## config.mk

```make
export PLATFORM = sky130hd
export DESIGN_NAME = mipsPipeline
export DESIGN_NICKNAME = d
export VERILOG_FILES = /design/src/common/mipsPkg.sv /design/src/decode/controlDecoder.sv /design/src/decode/registerFile.sv /design/src/logic/aluUnit.sv /design/src/logic/hazardUnit.sv /design/src/logic/mipsPipeline.sv
export SDC_FILE = /design/constraint.sdc
export NUM_CORES = 2
export LEC_CHECK = 0
export BUFFER_PORTS_ARGS = -buffer_cell sky130_fd_sc_hd__buf_2
export CORE_AREA = 10 10 443 445
export CTS_CLUSTER_DIAMETER = 40
export DETAILED_ROUTE_END_ITERATION = 10
export DIE_AREA = 0 0 453 455
export GPL_TIMING_DRIVEN = 0
export SYNTH_ARGS = -nofsm -noshare
export SYNTH_HDL_FRONTEND = slang
export SYNTH_SLANG_ARGS = --single-unit
export TNS_END_PERCENT = 20
```

## constraint.sdc

```tcl
create_clock -name Clk -period 8.8 [get_ports Clk]
set_clock_uncertainty 0.1 [all_clocks]
set_input_delay 0.88 -clock Clk [delete_from_list [all_inputs] [get_ports Clk]]
set_output_delay 0.88 -clock Clk [all_outputs]
set_load 0.02 [all_outputs]
```

## src/common/mipsPkg.sv

```systemverilog
`default_nettype none

package mipsPkg;
	localparam int dataWidth = 32;
	localparam int regAddrWidth = 5;
	localparam int regCount = 32;
	localparam logic [regAddrWidth-1:0] linkReg = 5'd31;

	// Opcodes
	localparam logic [5:0] opRType = 6'd0;
	localparam logic [5:0] opJ = 6'd2;
	localparam logic [5:0] opJal = 6'd3;
	localparam logic [5:0] opBeq = 6'd4;
	localparam logic [5:0] opBne = 6'd5;
	localparam logic [5:0] opAddiu = 6'd9;
	localparam logic [5:0] opSlti = 6'd10;
	localparam logic [5:0] opAndi = 6'd12;
	localparam logic [5:0] opOri = 6'd13;
	localparam logic [5:0] opXori = 6'd14;
	localparam logic [5:0] opLui = 6'd15;
	localparam logic [5:0] opLw = 6'd35;
	localparam logic [5:0] opSw = 6'd43;

	// R-type funct field
	localparam logic [5:0] fnAddu = 6'd33;
	localparam logic [5:0] fnSubu = 6'd35;
	localparam logic [5:0] fnAnd = 6'd36;
	localparam logic [5:0] fnOr = 6'd37;
	localparam logic [5:0] fnXor = 6'd38;
	localparam logic [5:0] fnNor = 6'd39;
	localparam logic [5:0] fnSlt = 6'd42;
	localparam logic [5:0] fnSltu = 6'd43;

	localparam logic [1:0] wbAlu = 2'd0; // memToReg choices
	localparam logic [1:0] wbMem = 2'd1;
	localparam logic [1:0] wbLink = 2'd2;

	localparam logic [1:0] destRt = 2'd0; // destSel choices
	localparam logic [1:0] destRd = 2'd1;
	localparam logic [1:0] destLink = 2'd2;

	typedef enum logic [3:0] {
		aluAnd,
		aluOr,
		aluAdd,
		aluSub,
		aluSlt,
		aluSltu,
		aluXor,
		aluNor,
		aluLui
	} aluOpT;

	typedef enum logic [1:0] {fwdNone, fwdMem, fwdWb} fwdSelT;

	typedef union packed {
		struct packed {
			logic [5:0] opcode;
			logic [regAddrWidth-1:0] rs;
			logic [regAddrWidth-1:0] rt;
			logic [regAddrWidth-1:0] rd;
			logic [4:0] shamt;
			logic [5:0] funct;
		} rType;
		struct packed {
			logic [5:0] opcode;
			logic [regAddrWidth-1:0] rs;
			logic [regAddrWidth-1:0] rt;
			logic [15:0] imm16;
		} iType;
		struct packed {
			logic [5:0] opcode;
			logic [25:0] target26;
		} jType;
	} instrWordT;

	typedef struct packed {
		logic regWrite;
		logic memRead;
		logic memWrite;
		logic [1:0] memToReg;
		logic aluSrcImm;
		logic signExt;
		aluOpT aluOp;
		logic branchEq;
		logic branchNe;
		logic jump;
		logic [1:0] destSel;
	} ctrlT;

	typedef struct packed {
		instrWordT instr;
		logic [dataWidth-1:0] pc;
		logic [dataWidth-1:0] pcPlus4;
	} ifIdT;

	typedef struct packed {
		ctrlT ctrl;
		logic [dataWidth-1:0] rsData;
		logic [dataWidth-1:0] rtData;
		logic [dataWidth-1:0] imm;
		logic [regAddrWidth-1:0] rs;
		logic [regAddrWidth-1:0] rt;
		logic [regAddrWidth-1:0] dest;
		logic [dataWidth-1:0] pcPlus4;
		logic [dataWidth-1:0] branchTarget;
	} idExT;

	typedef struct packed {
		logic regWrite;
		logic memRead;
		logic memWrite;
		logic [1:0] memToReg;
		logic [dataWidth-1:0] aluResult;
		logic [dataWidth-1:0] storeData;
		logic [regAddrWidth-1:0] dest;
		logic [dataWidth-1:0] pcPlus4;
	} exMemT;

	typedef struct packed {
		logic regWrite;
		logic [1:0] memToReg;
		logic [dataWidth-1:0] aluResult;
		logic [dataWidth-1:0] memData;
		logic [regAddrWidth-1:0] dest;
		logic [dataWidth-1:0] pcPlus4;
	} memWbT;
endpackage

`default_nettype wire

```

## src/decode/controlDecoder.sv

```systemverilog
`timescale 1ns/1ns
`default_nettype none

module controlDecoder (
	input wire mipsPkg::instrWordT instr,
	output mipsPkg::ctrlT ctrl
);

	always_comb begin
		ctrl = '0; // Inactive unless a kept opcode matches
		case (instr.rType.opcode)
			mipsPkg::opRType: begin
				ctrl.regWrite = 1'b1;
				ctrl.destSel = mipsPkg::destRd;
				case (instr.rType.funct)
					mipsPkg::fnAddu: ctrl.aluOp = mipsPkg::aluAdd;
					mipsPkg::fnSubu: ctrl.aluOp = mipsPkg::aluSub;
					mipsPkg::fnAnd: ctrl.aluOp = mipsPkg::aluAnd;
					mipsPkg::fnOr: ctrl.aluOp = mipsPkg::aluOr;
					mipsPkg::fnXor: ctrl.aluOp = mipsPkg::aluXor;
					mipsPkg::fnNor: ctrl.aluOp = mipsPkg::aluNor;
					mipsPkg::fnSlt: ctrl.aluOp = mipsPkg::aluSlt;
					mipsPkg::fnSltu: ctrl.aluOp = mipsPkg::aluSltu;
					default: ctrl = '0; // Also covers the all-zero word
				endcase
			end
			mipsPkg::opAddiu: begin
				ctrl.regWrite = 1'b1;
				ctrl.aluSrcImm = 1'b1;
				ctrl.signExt = 1'b1;
				ctrl.aluOp = mipsPkg::aluAdd;
			end
			mipsPkg::opSlti: begin
				ctrl.regWrite = 1'b1;
				ctrl.aluSrcImm = 1'b1;
				ctrl.signExt = 1'b1;
				ctrl.aluOp = mipsPkg::aluSlt;
			end
			mipsPkg::opAndi, mipsPkg::opOri, mipsPkg::opXori, mipsPkg::opLui: begin
				ctrl.regWrite = 1'b1;
				ctrl.aluSrcImm = 1'b1; // Zero-extended
				case (instr.iType.opcode)
					mipsPkg::opAndi: ctrl.aluOp = mipsPkg::aluAnd;
					mipsPkg::opOri: ctrl.aluOp = mipsPkg::aluOr;
					mipsPkg::opXori: ctrl.aluOp = mipsPkg::aluXor;
					default: ctrl.aluOp = mipsPkg::aluLui;
				endcase
			end
			mipsPkg::opLw: begin
				ctrl.regWrite = 1'b1;
				ctrl.memRead = 1'b1;
				ctrl.memToReg = mipsPkg::wbMem;
				ctrl.aluSrcImm = 1'b1;
				ctrl.signExt = 1'b1;
				ctrl.aluOp = mipsPkg::aluAdd;
			end
			mipsPkg::opSw: begin
				ctrl.memWrite = 1'b1;
				ctrl.aluSrcImm = 1'b1;
				ctrl.signExt = 1'b1;
				ctrl.aluOp = mipsPkg::aluAdd;
			end
			mipsPkg::opBeq, mipsPkg::opBne: begin
				ctrl.signExt = 1'b1; // Word offset for the target
				ctrl.aluOp = mipsPkg::aluSub;
				ctrl.branchEq = (instr.iType.opcode == mipsPkg::opBeq);
				ctrl.branchNe = (instr.iType.opcode == mipsPkg::opBne);
			end
			mipsPkg::opJ: ctrl.jump = 1'b1;
			mipsPkg::opJal: begin
				ctrl.jump = 1'b1;
				ctrl.regWrite = 1'b1;
				ctrl.memToReg = mipsPkg::wbLink;
				ctrl.destSel = mipsPkg::destLink;
			end
			default: ctrl = '0;
		endcase
	end

endmodule

`default_nettype wire

```

## src/decode/registerFile.sv

```systemverilog
`timescale 1ns/1ns
`default_nettype none

module registerFile (
	input wire logic Clk,
	input wire logic [mipsPkg::regAddrWidth-1:0] rs,
	input wire logic [mipsPkg::regAddrWidth-1:0] rt,
	input wire logic [mipsPkg::regAddrWidth-1:0] wrAddr,
	input wire logic [mipsPkg::dataWidth-1:0] wrData,
	input wire logic wrEn,
	output logic [mipsPkg::dataWidth-1:0] rsData,
	output logic [mipsPkg::dataWidth-1:0] rtData
);

	logic [mipsPkg::dataWidth-1:0] regs [mipsPkg::regCount];
	logic wrActive;

	assign wrActive = wrEn && (wrAddr != '0);

	always_ff @(posedge Clk) begin
		if (wrActive)
			regs[wrAddr] <= wrData;
	end

	// Writeback value seen by decode in the same cycle
	assign rsData = (rs == '0) ? '0 :
		(wrActive && wrAddr == rs) ? wrData : regs[rs];
	assign rtData = (rt == '0) ? '0 :
		(wrActive && wrAddr == rt) ? wrData : regs[rt];

endmodule

`default_nettype wire

```

## src/logic/aluUnit.sv

```systemverilog
`timescale 1ns/1ns
`default_nettype none

module aluUnit (
	input wire mipsPkg::aluOpT op,
	input wire logic [mipsPkg::dataWidth-1:0] a,
	input wire logic [mipsPkg::dataWidth-1:0] b,
	output logic [mipsPkg::dataWidth-1:0] result,
	output logic zero
);

	localparam int padWidth = mipsPkg::dataWidth - 1;

	always_comb begin
		case (op)
			mipsPkg::aluAnd: result = a & b;
			mipsPkg::aluOr: result = a | b;
			mipsPkg::aluAdd: result = a + b;
			mipsPkg::aluSub: result = a - b;
			mipsPkg::aluSlt: result = {{padWidth{1'b0}}, $signed(a) < $signed(b)};
			mipsPkg::aluSltu: result = {{padWidth{1'b0}}, a < b};
			mipsPkg::aluXor: result = a ^ b;
			mipsPkg::aluNor: result = ~(a | b);
			mipsPkg::aluLui: result = {b[15:0], 16'h0000};
			default: result = '0;
		endcase
	end

	assign zero = (result == '0); // Equal operands under aluSub

endmodule

`default_nettype wire

```

## src/logic/hazardUnit.sv

```systemverilog
`timescale 1ns/1ns
`default_nettype none

module hazardUnit (
	input wire logic [mipsPkg::regAddrWidth-1:0] idRs,
	input wire logic [mipsPkg::regAddrWidth-1:0] idRt,
	input wire logic [mipsPkg::regAddrWidth-1:0] exRs,
	input wire logic [mipsPkg::regAddrWidth-1:0] exRt,
	input wire logic [mipsPkg::regAddrWidth-1:0] exDest,
	input wire logic exMemRead,
	input wire logic [mipsPkg::regAddrWidth-1:0] memDest,
	input wire logic memRegWrite,
	input wire logic [mipsPkg::regAddrWidth-1:0] wbDest,
	input wire logic wbRegWrite,
	output mipsPkg::fwdSelT fwdA,
	output mipsPkg::fwdSelT fwdB,
	output logic stall
);

	// Youngest producer wins
	function automatic mipsPkg::fwdSelT pickFwd(
		input logic [mipsPkg::regAddrWidth-1:0] src,
		input logic [mipsPkg::regAddrWidth-1:0] mDest,
		input logic mWrite,
		input logic [mipsPkg::regAddrWidth-1:0] wDest,
		input logic wWrite
	);
		if (src == '0)
			return mipsPkg::fwdNone;
		if (mWrite && mDest == src)
			return mipsPkg::fwdMem;
		if (wWrite && wDest == src)
			return mipsPkg::fwdWb;
		return mipsPkg::fwdNone;
	endfunction

	assign fwdA = pickFwd(exRs, memDest, memRegWrite, wbDest, wbRegWrite);
	assign fwdB = pickFwd(exRt, memDest, memRegWrite, wbDest, wbRegWrite);

	// Load data is not ready until the memory stage
	assign stall = exMemRead && (exDest != '0) &&
		(exDest == idRs || exDest == idRt);

endmodule

`default_nettype wire

```

## src/logic/mipsPipeline.sv

```systemverilog
`timescale 1ns/1ns
`default_nettype none

module mipsPipeline #(
	parameter logic [31:0] resetVector = 32'h0000_0000
) (
	input wire logic Clk,
	input wire logic rstN,
	output logic [mipsPkg::dataWidth-1:0] instrAddr,
	input wire mipsPkg::instrWordT instr,
	output logic [mipsPkg::dataWidth-1:0] memAddr,
	output logic [mipsPkg::dataWidth-1:0] memWrData,
	output logic memWrite,
	output logic memRead,
	input wire logic [mipsPkg::dataWidth-1:0] memRdData
);

	mipsPkg::ifIdT ifId, ifIdNext;
	mipsPkg::idExT idEx, idExNext;
	mipsPkg::exMemT exMem, exMemNext;
	mipsPkg::memWbT memWb, memWbNext;
	mipsPkg::ctrlT idCtrl;
	mipsPkg::fwdSelT fwdA, fwdB;
	logic [mipsPkg::dataWidth-1:0] rsData, rtData, idImm, jumpTarget;
	logic [mipsPkg::dataWidth-1:0] opA, rtFwd, opB, aluResult, memResult, wbData;
	logic [mipsPkg::regAddrWidth-1:0] idDest;
	logic aluZero, stall, branchTaken;

	function automatic logic [mipsPkg::dataWidth-1:0] pickResult(
		input logic [1:0] sel,
		input logic [mipsPkg::dataWidth-1:0] aluVal,
		input logic [mipsPkg::dataWidth-1:0] memVal,
		input logic [mipsPkg::dataWidth-1:0] linkVal
	);
		case (sel)
			mipsPkg::wbMem: return memVal;
			mipsPkg::wbLink: return linkVal;
			default: return aluVal;
		endcase
	endfunction

	function automatic logic [mipsPkg::dataWidth-1:0] fwdMux(
		input mipsPkg::fwdSelT sel,
		input logic [mipsPkg::dataWidth-1:0] regVal,
		input logic [mipsPkg::dataWidth-1:0] memVal,
		input logic [mipsPkg::dataWidth-1:0] wbVal
	);
		case (sel)
			mipsPkg::fwdMem: return memVal;
			mipsPkg::fwdWb: return wbVal;
			default: return regVal;
		endcase
	endfunction

	assign ifIdNext = '{instr: instr, pc: instrAddr, pcPlus4: instrAddr + 32'd4};

	controlDecoder ctrlDec (.instr(ifId.instr), .ctrl(idCtrl));

	registerFile regFile (
		.Clk(Clk),
		.rs(ifId.instr.rType.rs),
		.rt(ifId.instr.rType.rt),
		.wrAddr(memWb.dest),
		.wrData(wbData),
		.wrEn(memWb.regWrite),
		.rsData(rsData),
		.rtData(rtData)
	);

	assign idImm = idCtrl.signExt ?
		{{16{ifId.instr.iType.imm16[15]}}, ifId.instr.iType.imm16} :
		{16'h0000, ifId.instr.iType.imm16};
	assign jumpTarget = {ifId.pcPlus4[31:28], ifId.instr.jType.target26, 2'b00};

	always_comb begin
		case (idCtrl.destSel)
			mipsPkg::destRd: idDest = ifId.instr.rType.rd;
			mipsPkg::destLink: idDest = mipsPkg::linkReg;
			default: idDest = ifId.instr.rType.rt;
		endcase
	end

	assign idExNext = '{
		ctrl: idCtrl,
		rsData: rsData,
		rtData: rtData,
		imm: idImm,
		rs: ifId.instr.rType.rs,
		rt: ifId.instr.rType.rt,
		dest: idDest,
		pcPlus4: ifId.pcPlus4,
		branchTarget: ifId.pcPlus4 + {idImm[29:0], 2'b00}
	};

	hazardUnit hazard (
		.idRs(ifId.instr.rType.rs),
		.idRt(ifId.instr.rType.rt),
		.exRs(idEx.rs),
		.exRt(idEx.rt),
		.exDest(idEx.dest),
		.exMemRead(idEx.ctrl.memRead),
		.memDest(exMem.dest),
		.memRegWrite(exMem.regWrite),
		.wbDest(memWb.dest),
		.wbRegWrite(memWb.regWrite),
		.fwdA(fwdA),
		.fwdB(fwdB),
		.stall(stall)
	);

	assign opA = fwdMux(fwdA, idEx.rsData, memResult, wbData);
	assign rtFwd = fwdMux(fwdB, idEx.rtData, memResult, wbData);
	assign opB = idEx.ctrl.aluSrcImm ? idEx.imm : rtFwd;

	aluUnit alu (.op(idEx.ctrl.aluOp), .a(opA), .b(opB), .result(aluResult), .zero(aluZero));

	// Predicted not taken so only a taken branch redirects
	assign branchTaken = (idEx.ctrl.branchEq & aluZero) | (idEx.ctrl.branchNe & ~aluZero);

	assign exMemNext = '{
		regWrite: idEx.ctrl.regWrite,
		memRead: idEx.ctrl.memRead,
		memWrite: idEx.ctrl.memWrite,
		memToReg: idEx.ctrl.memToReg,
		aluResult: aluResult,
		storeData: rtFwd,
		dest: idEx.dest,
		pcPlus4: idEx.pcPlus4
	};

	assign memAddr = exMem.aluResult;
	assign memWrData = exMem.storeData;
	assign memWrite = exMem.memWrite;
	assign memRead = exMem.memRead;
	assign memResult = pickResult(exMem.memToReg, exMem.aluResult, memRdData, exMem.pcPlus4);

	assign memWbNext = '{
		regWrite: exMem.regWrite,
		memToReg: exMem.memToReg,
		aluResult: exMem.aluResult,
		memData: memRdData,
		dest: exMem.dest,
		pcPlus4: exMem.pcPlus4
	};

	assign wbData = pickResult(memWb.memToReg, memWb.aluResult, memWb.memData, memWb.pcPlus4);

	always_ff @(posedge Clk or negedge rstN) begin
		if (!rstN) begin
			instrAddr <= resetVector;
			ifId <= '0; // Zero word decodes as a no-op
			idEx <= '0;
			exMem <= '0;
			memWb <= '0;
		end else begin
			exMem <= exMemNext;
			memWb <= memWbNext;
			if (branchTaken) begin
				instrAddr <= idEx.branchTarget;
				ifId <= '0;
				idEx <= '0;
			end else if (stall) begin
				idEx <= '0; // Bubble while PC and IF/ID hold
			end else if (idCtrl.jump) begin
				instrAddr <= jumpTarget;
				ifId <= '0;
				idEx <= idExNext;
			end else begin
				instrAddr <= ifIdNext.pcPlus4;
				ifId <= ifIdNext;
				idEx <= idExNext;
			end
		end
	end

endmodule

`default_nettype wire

```

==> flow_summary.yaml <==
floorplanning:
  coreArea_um2: 187000
  die_w_um: 453
  num_io_pins: 164
  start_util_pct: 39.8
  std_cell_rows: 159
  die_h_um: 455
  dieArea_um2: 206000
cells_and_area:
  syn_to_final_growth_pct: 20.0
  final_cells: 8307
  fillCellCount: 16000
  nNetsFinal: 5808
  drive_gt1_share_pct: 28.3
route:
  route.met3.wl_um: 30000
  routedLengthMet1_um: 105000
  ant_nets: 0
  viasPerCell: 6.23
  vias: 51700
  drtPass1Iterations: 6
  routed.top_layer: "met5"
  routed-wl-met2_um: 127000
  drt_wl_total_um: 276000
  drc: 0
  drt_iter0_drc: 7269
  wl_per_cell_um: 33.3
global_routing:
  grt_pass1_wl_um: 386000
  antenna_found_initial: 19
  grt.overflow.total: 0
  grt_pass1_vias: 51000
  grt.total_usage_pct: 26.2
  grt_max_degree: 97
setup_path:
  crit_path_max_fanout: 10
  cp_slowest_cell: "or4b_2"
  cp.arrival_ns: 9.37
  end_kind: "flip-flop"
  critPathRequiredTime_ns: 9.44
  rr_endpoint: "instrAddr[24]"
  rrSetupSlack_ns: 0.06
  worstSetupPathType: "flip-flop to flip-flop"
  cpPeakStageDelay_ns: 0.82
  reg2reg_from: "exMem[101]"
  r2r.worst_path.cells: 25
  crit_top_cell: "o21ai_0"
  critPathLaunchType: "flip-flop"
worst_hold_path:
  hp-class: "input port to flip-flop"
  min_to: "memWb[39]"
  hold_path.startpoint: "memRdData[2]"
  hold_depth: 1
logic_synthesis:
  ys_seq_area_share_pct: 57.3
  synth_edf_count: 1024
  yosys_warnings: 0
  ys_types: 84
  async_flop_share_pct: 31.7
  syn_area_um2: 74400
  syn-mean-instance-area_um2: 14.6
  synth_ff_type: "edfxtp_1"
  ys_ff_latch: 1500
  syn_inst: 5093
cts:
  cts.sinks: 1500
  h-tree-depth: 4
  cts_tree: "built"
  clkTransAtPathRegs_ns: 0.06
  numCtsBuffers: 224
  root_buffer: "clkbuf_16"
  cts_buffer_depth: 3
  clk_latency_ns: 0.88
timing:
  setup_tns_ns: 0
  maxSlewViolCount: 11
  period_minus_slack_ns: 8.74
  finalSetupViolCount: 0
  slew_headroom_pct: -6.47
  finalCritPeriodShare_pct: 99.3
  hold_viol: 0
  worstMarginPinSlew_ns: 1.60
  grt_setup_unrepaired: "yes"
  fmaxAchievable_ghz: 0.114
status:
  status: "finished, violations left"
  violations: "capacitance limit, slew limit"
pwr:
  total_power_mw: 24.9
  powerDensity_nw_per_um2: 279
  p_leak_nw: 32.4
  ir_drop_uv: 209
run:
  cap_violations: 1
placed_design:
  placedCellCount: 7856
  port-buffer-count: 163
  routabilityCongestion: 0.953
  dp_hpwl_um: 202000
[power breakdown]
| part | switching [mW] | internal (mW) | leakage (nW) | total (mW) |
|---|---|---|---|---|
| Sequential | 0.633 | 8.84 | 15.0 | 9.47 |
| Combinational | 4.15 | 2.21 | 13.7 | 6.36 |
| Clock | 3.64 | 5.44 | 3.73 | 9.08 |
| Total | 8.43 | 16.5 | 32.4 | 24.9 |
[stage by stage]
step | hold WS, ns | area, µm² | utilization (%) | setup slack [ns]
floorplan | 0.231 | 74600 | - | 0.876
global placement | 0.235 | 78500 | 41.9 | -5.39
detailed placement | 0.235 | 80600 | 43.1 | -5.16
CTS | 0.00409 | 89000 | 47.5 | 0.000250
global route | 0.0259 | 89300 | 47.7 | -0.0953
finish | 0.0499 | 89300 | 47.7 | 0.0627
[area by class of cell]
cell class	instances	area [µm²]	area share (%)
Clock inverter	184	2030	2.28
Timing Repair Buffer	263	2600	2.91
Tap cell	2495	3120	3.50
Inverter	218	818	0.916
Sequential cell	1500	42700	47.8
Clock buffer	240	5730	6.41
Antenna cell	9	22.5	0.0252
Buffer	414	1980	2.21
Multi-Input combinational cell	2984	30300	34.0
[placed cells by master (no fill, tap or decap), types with 32 or more instances in the layout]
cell / count
a21oi_1: 152
a221o_1: 37
a221oi_1: 34
a22oi_1: 83
a32o_1: 38
buf_1: 55
buf_12: 56
buf_2: 174
buf_4: 92
clkbuf_1: 229
clkbuf_16: 225
clkbuf_2: 41
clkinv_2: 35
conb_1: 32
dfrtp_1: 473
edfxtp_1: 1024
ha_1: 127
inv_1: 214
mux2_2: 34
mux2i_1: 88
mux4_2: 640
nand2_1: 342
nand3_1: 42
nor2_1: 313
nor2b_1: 60
nor3_1: 80
o21ai_0: 219
o21ai_4: 32
xnor2_1: 61
xor2_1: 43
[what timing repair did]
action / in CTS / in global routing
hold buffers: 6 / 0
gates resized for setup: 154 / 82
endpoints found under the hold margin: 61 / 0
buffers inserted: 13 / 6
cloned: 5 / 0
pin swaps: 7 / 5
endpoints found under the setup margin: 273 / 266
[registers in the layout, summed over array words and instances, names as in the netlist, 22 cells and up]
name,count
idEx,130
idExNext,42
memAddr,32
exMemNext,40
ifId,22
exMem,40
regFile.regs,1024
instrAddr,32
memWb,104
memWrData,32
[kinds of logic (layout without fill, tap and decap cells)]
| family | count (synthesis) | count (layout) | share of synthesized area [%] |
|---|---|---|---|
| other | 1 | 41 | 0.00504 |
| adder cells (fa/ha/maj) | 137 | 137 | 2.33 |
| AND/OR/NAND/NOR | 1047 | 1047 | 6.39 |
| AO/OA/AOI/OAI | 892 | 897 | 8.02 |
| XOR/XNOR | 104 | 104 | 1.22 |
| flip-flops | 1500 | 1500 | 57.3 |
| buffers and inverters | 645 | 1319 | 3.59 |
| multiplexers | 767 | 767 | 21.1 |
[layer usage]
| layer | global-route usage (%) | vias up |
|---|---|---|
| met3 | 7.01 | 653 |
| met5 | 0 | - |
| li1 | - | 20900 |
| met2 | 40.7 | 3206 |
| met1 | 34.3 | 26900 |
| met4 | 12.4 | 10 |
[Yosys cell counts, types with 32 or more instances]
library cell	count	share of area [%]
a21oi_1	156	1.0
a221o_1	38	0.51
a221oi_1	41	0.48
a22oi_1	87	0.88
a32o_1	38	0.51
buf_1	72	0.36
buf_4	64	0.65
clkbuf_1	282	1.4
dfrtp_1	476	16
edfxtp_1	1024	41
ha_1	134	2.3
inv_1	215	1.1
mux2_2	34	0.51
mux2i_1	93	1.3
mux4_2	640	19
nand2_1	343	1.7
nand3_1	42	0.28
nor2_1	346	1.7
nor2b_1	60	0.50
nor3_1	85	0.57
o21ai_0	244	1.6
o21ai_1	32	0.22
xnor2_1	61	0.72
xor2_1	43	0.51
[worst max-delay path by stage]
stage	slack, ns	endpoint	depth (start not counted)	startpoint
floorplan	0.88	instrAddr[11]	26	memWb[101]
global placement	-5.39	exMemNext[104]	29	memWb[101]
detailed placement	-5.16	exMemNext[104]	29	memWb[101]
CTS	0.0003	idExNext[40]	29	exMem[35]
global route	-0.1	instrAddr[30]	31	exMem[35]
finish	0.06	instrAddr[24]	25	exMem[101]
[worst max-delay path, delay by kind of cell (launching register included)]
family	cells	cell delay [ns]
compound gates	13	3.96
fa+ha+maj	3	0.84
buf+inv	4	1.07
flops	1	0.39
mux	3	1.09
simple gates	2	1.14
Power figures use the tool's default switching activity.
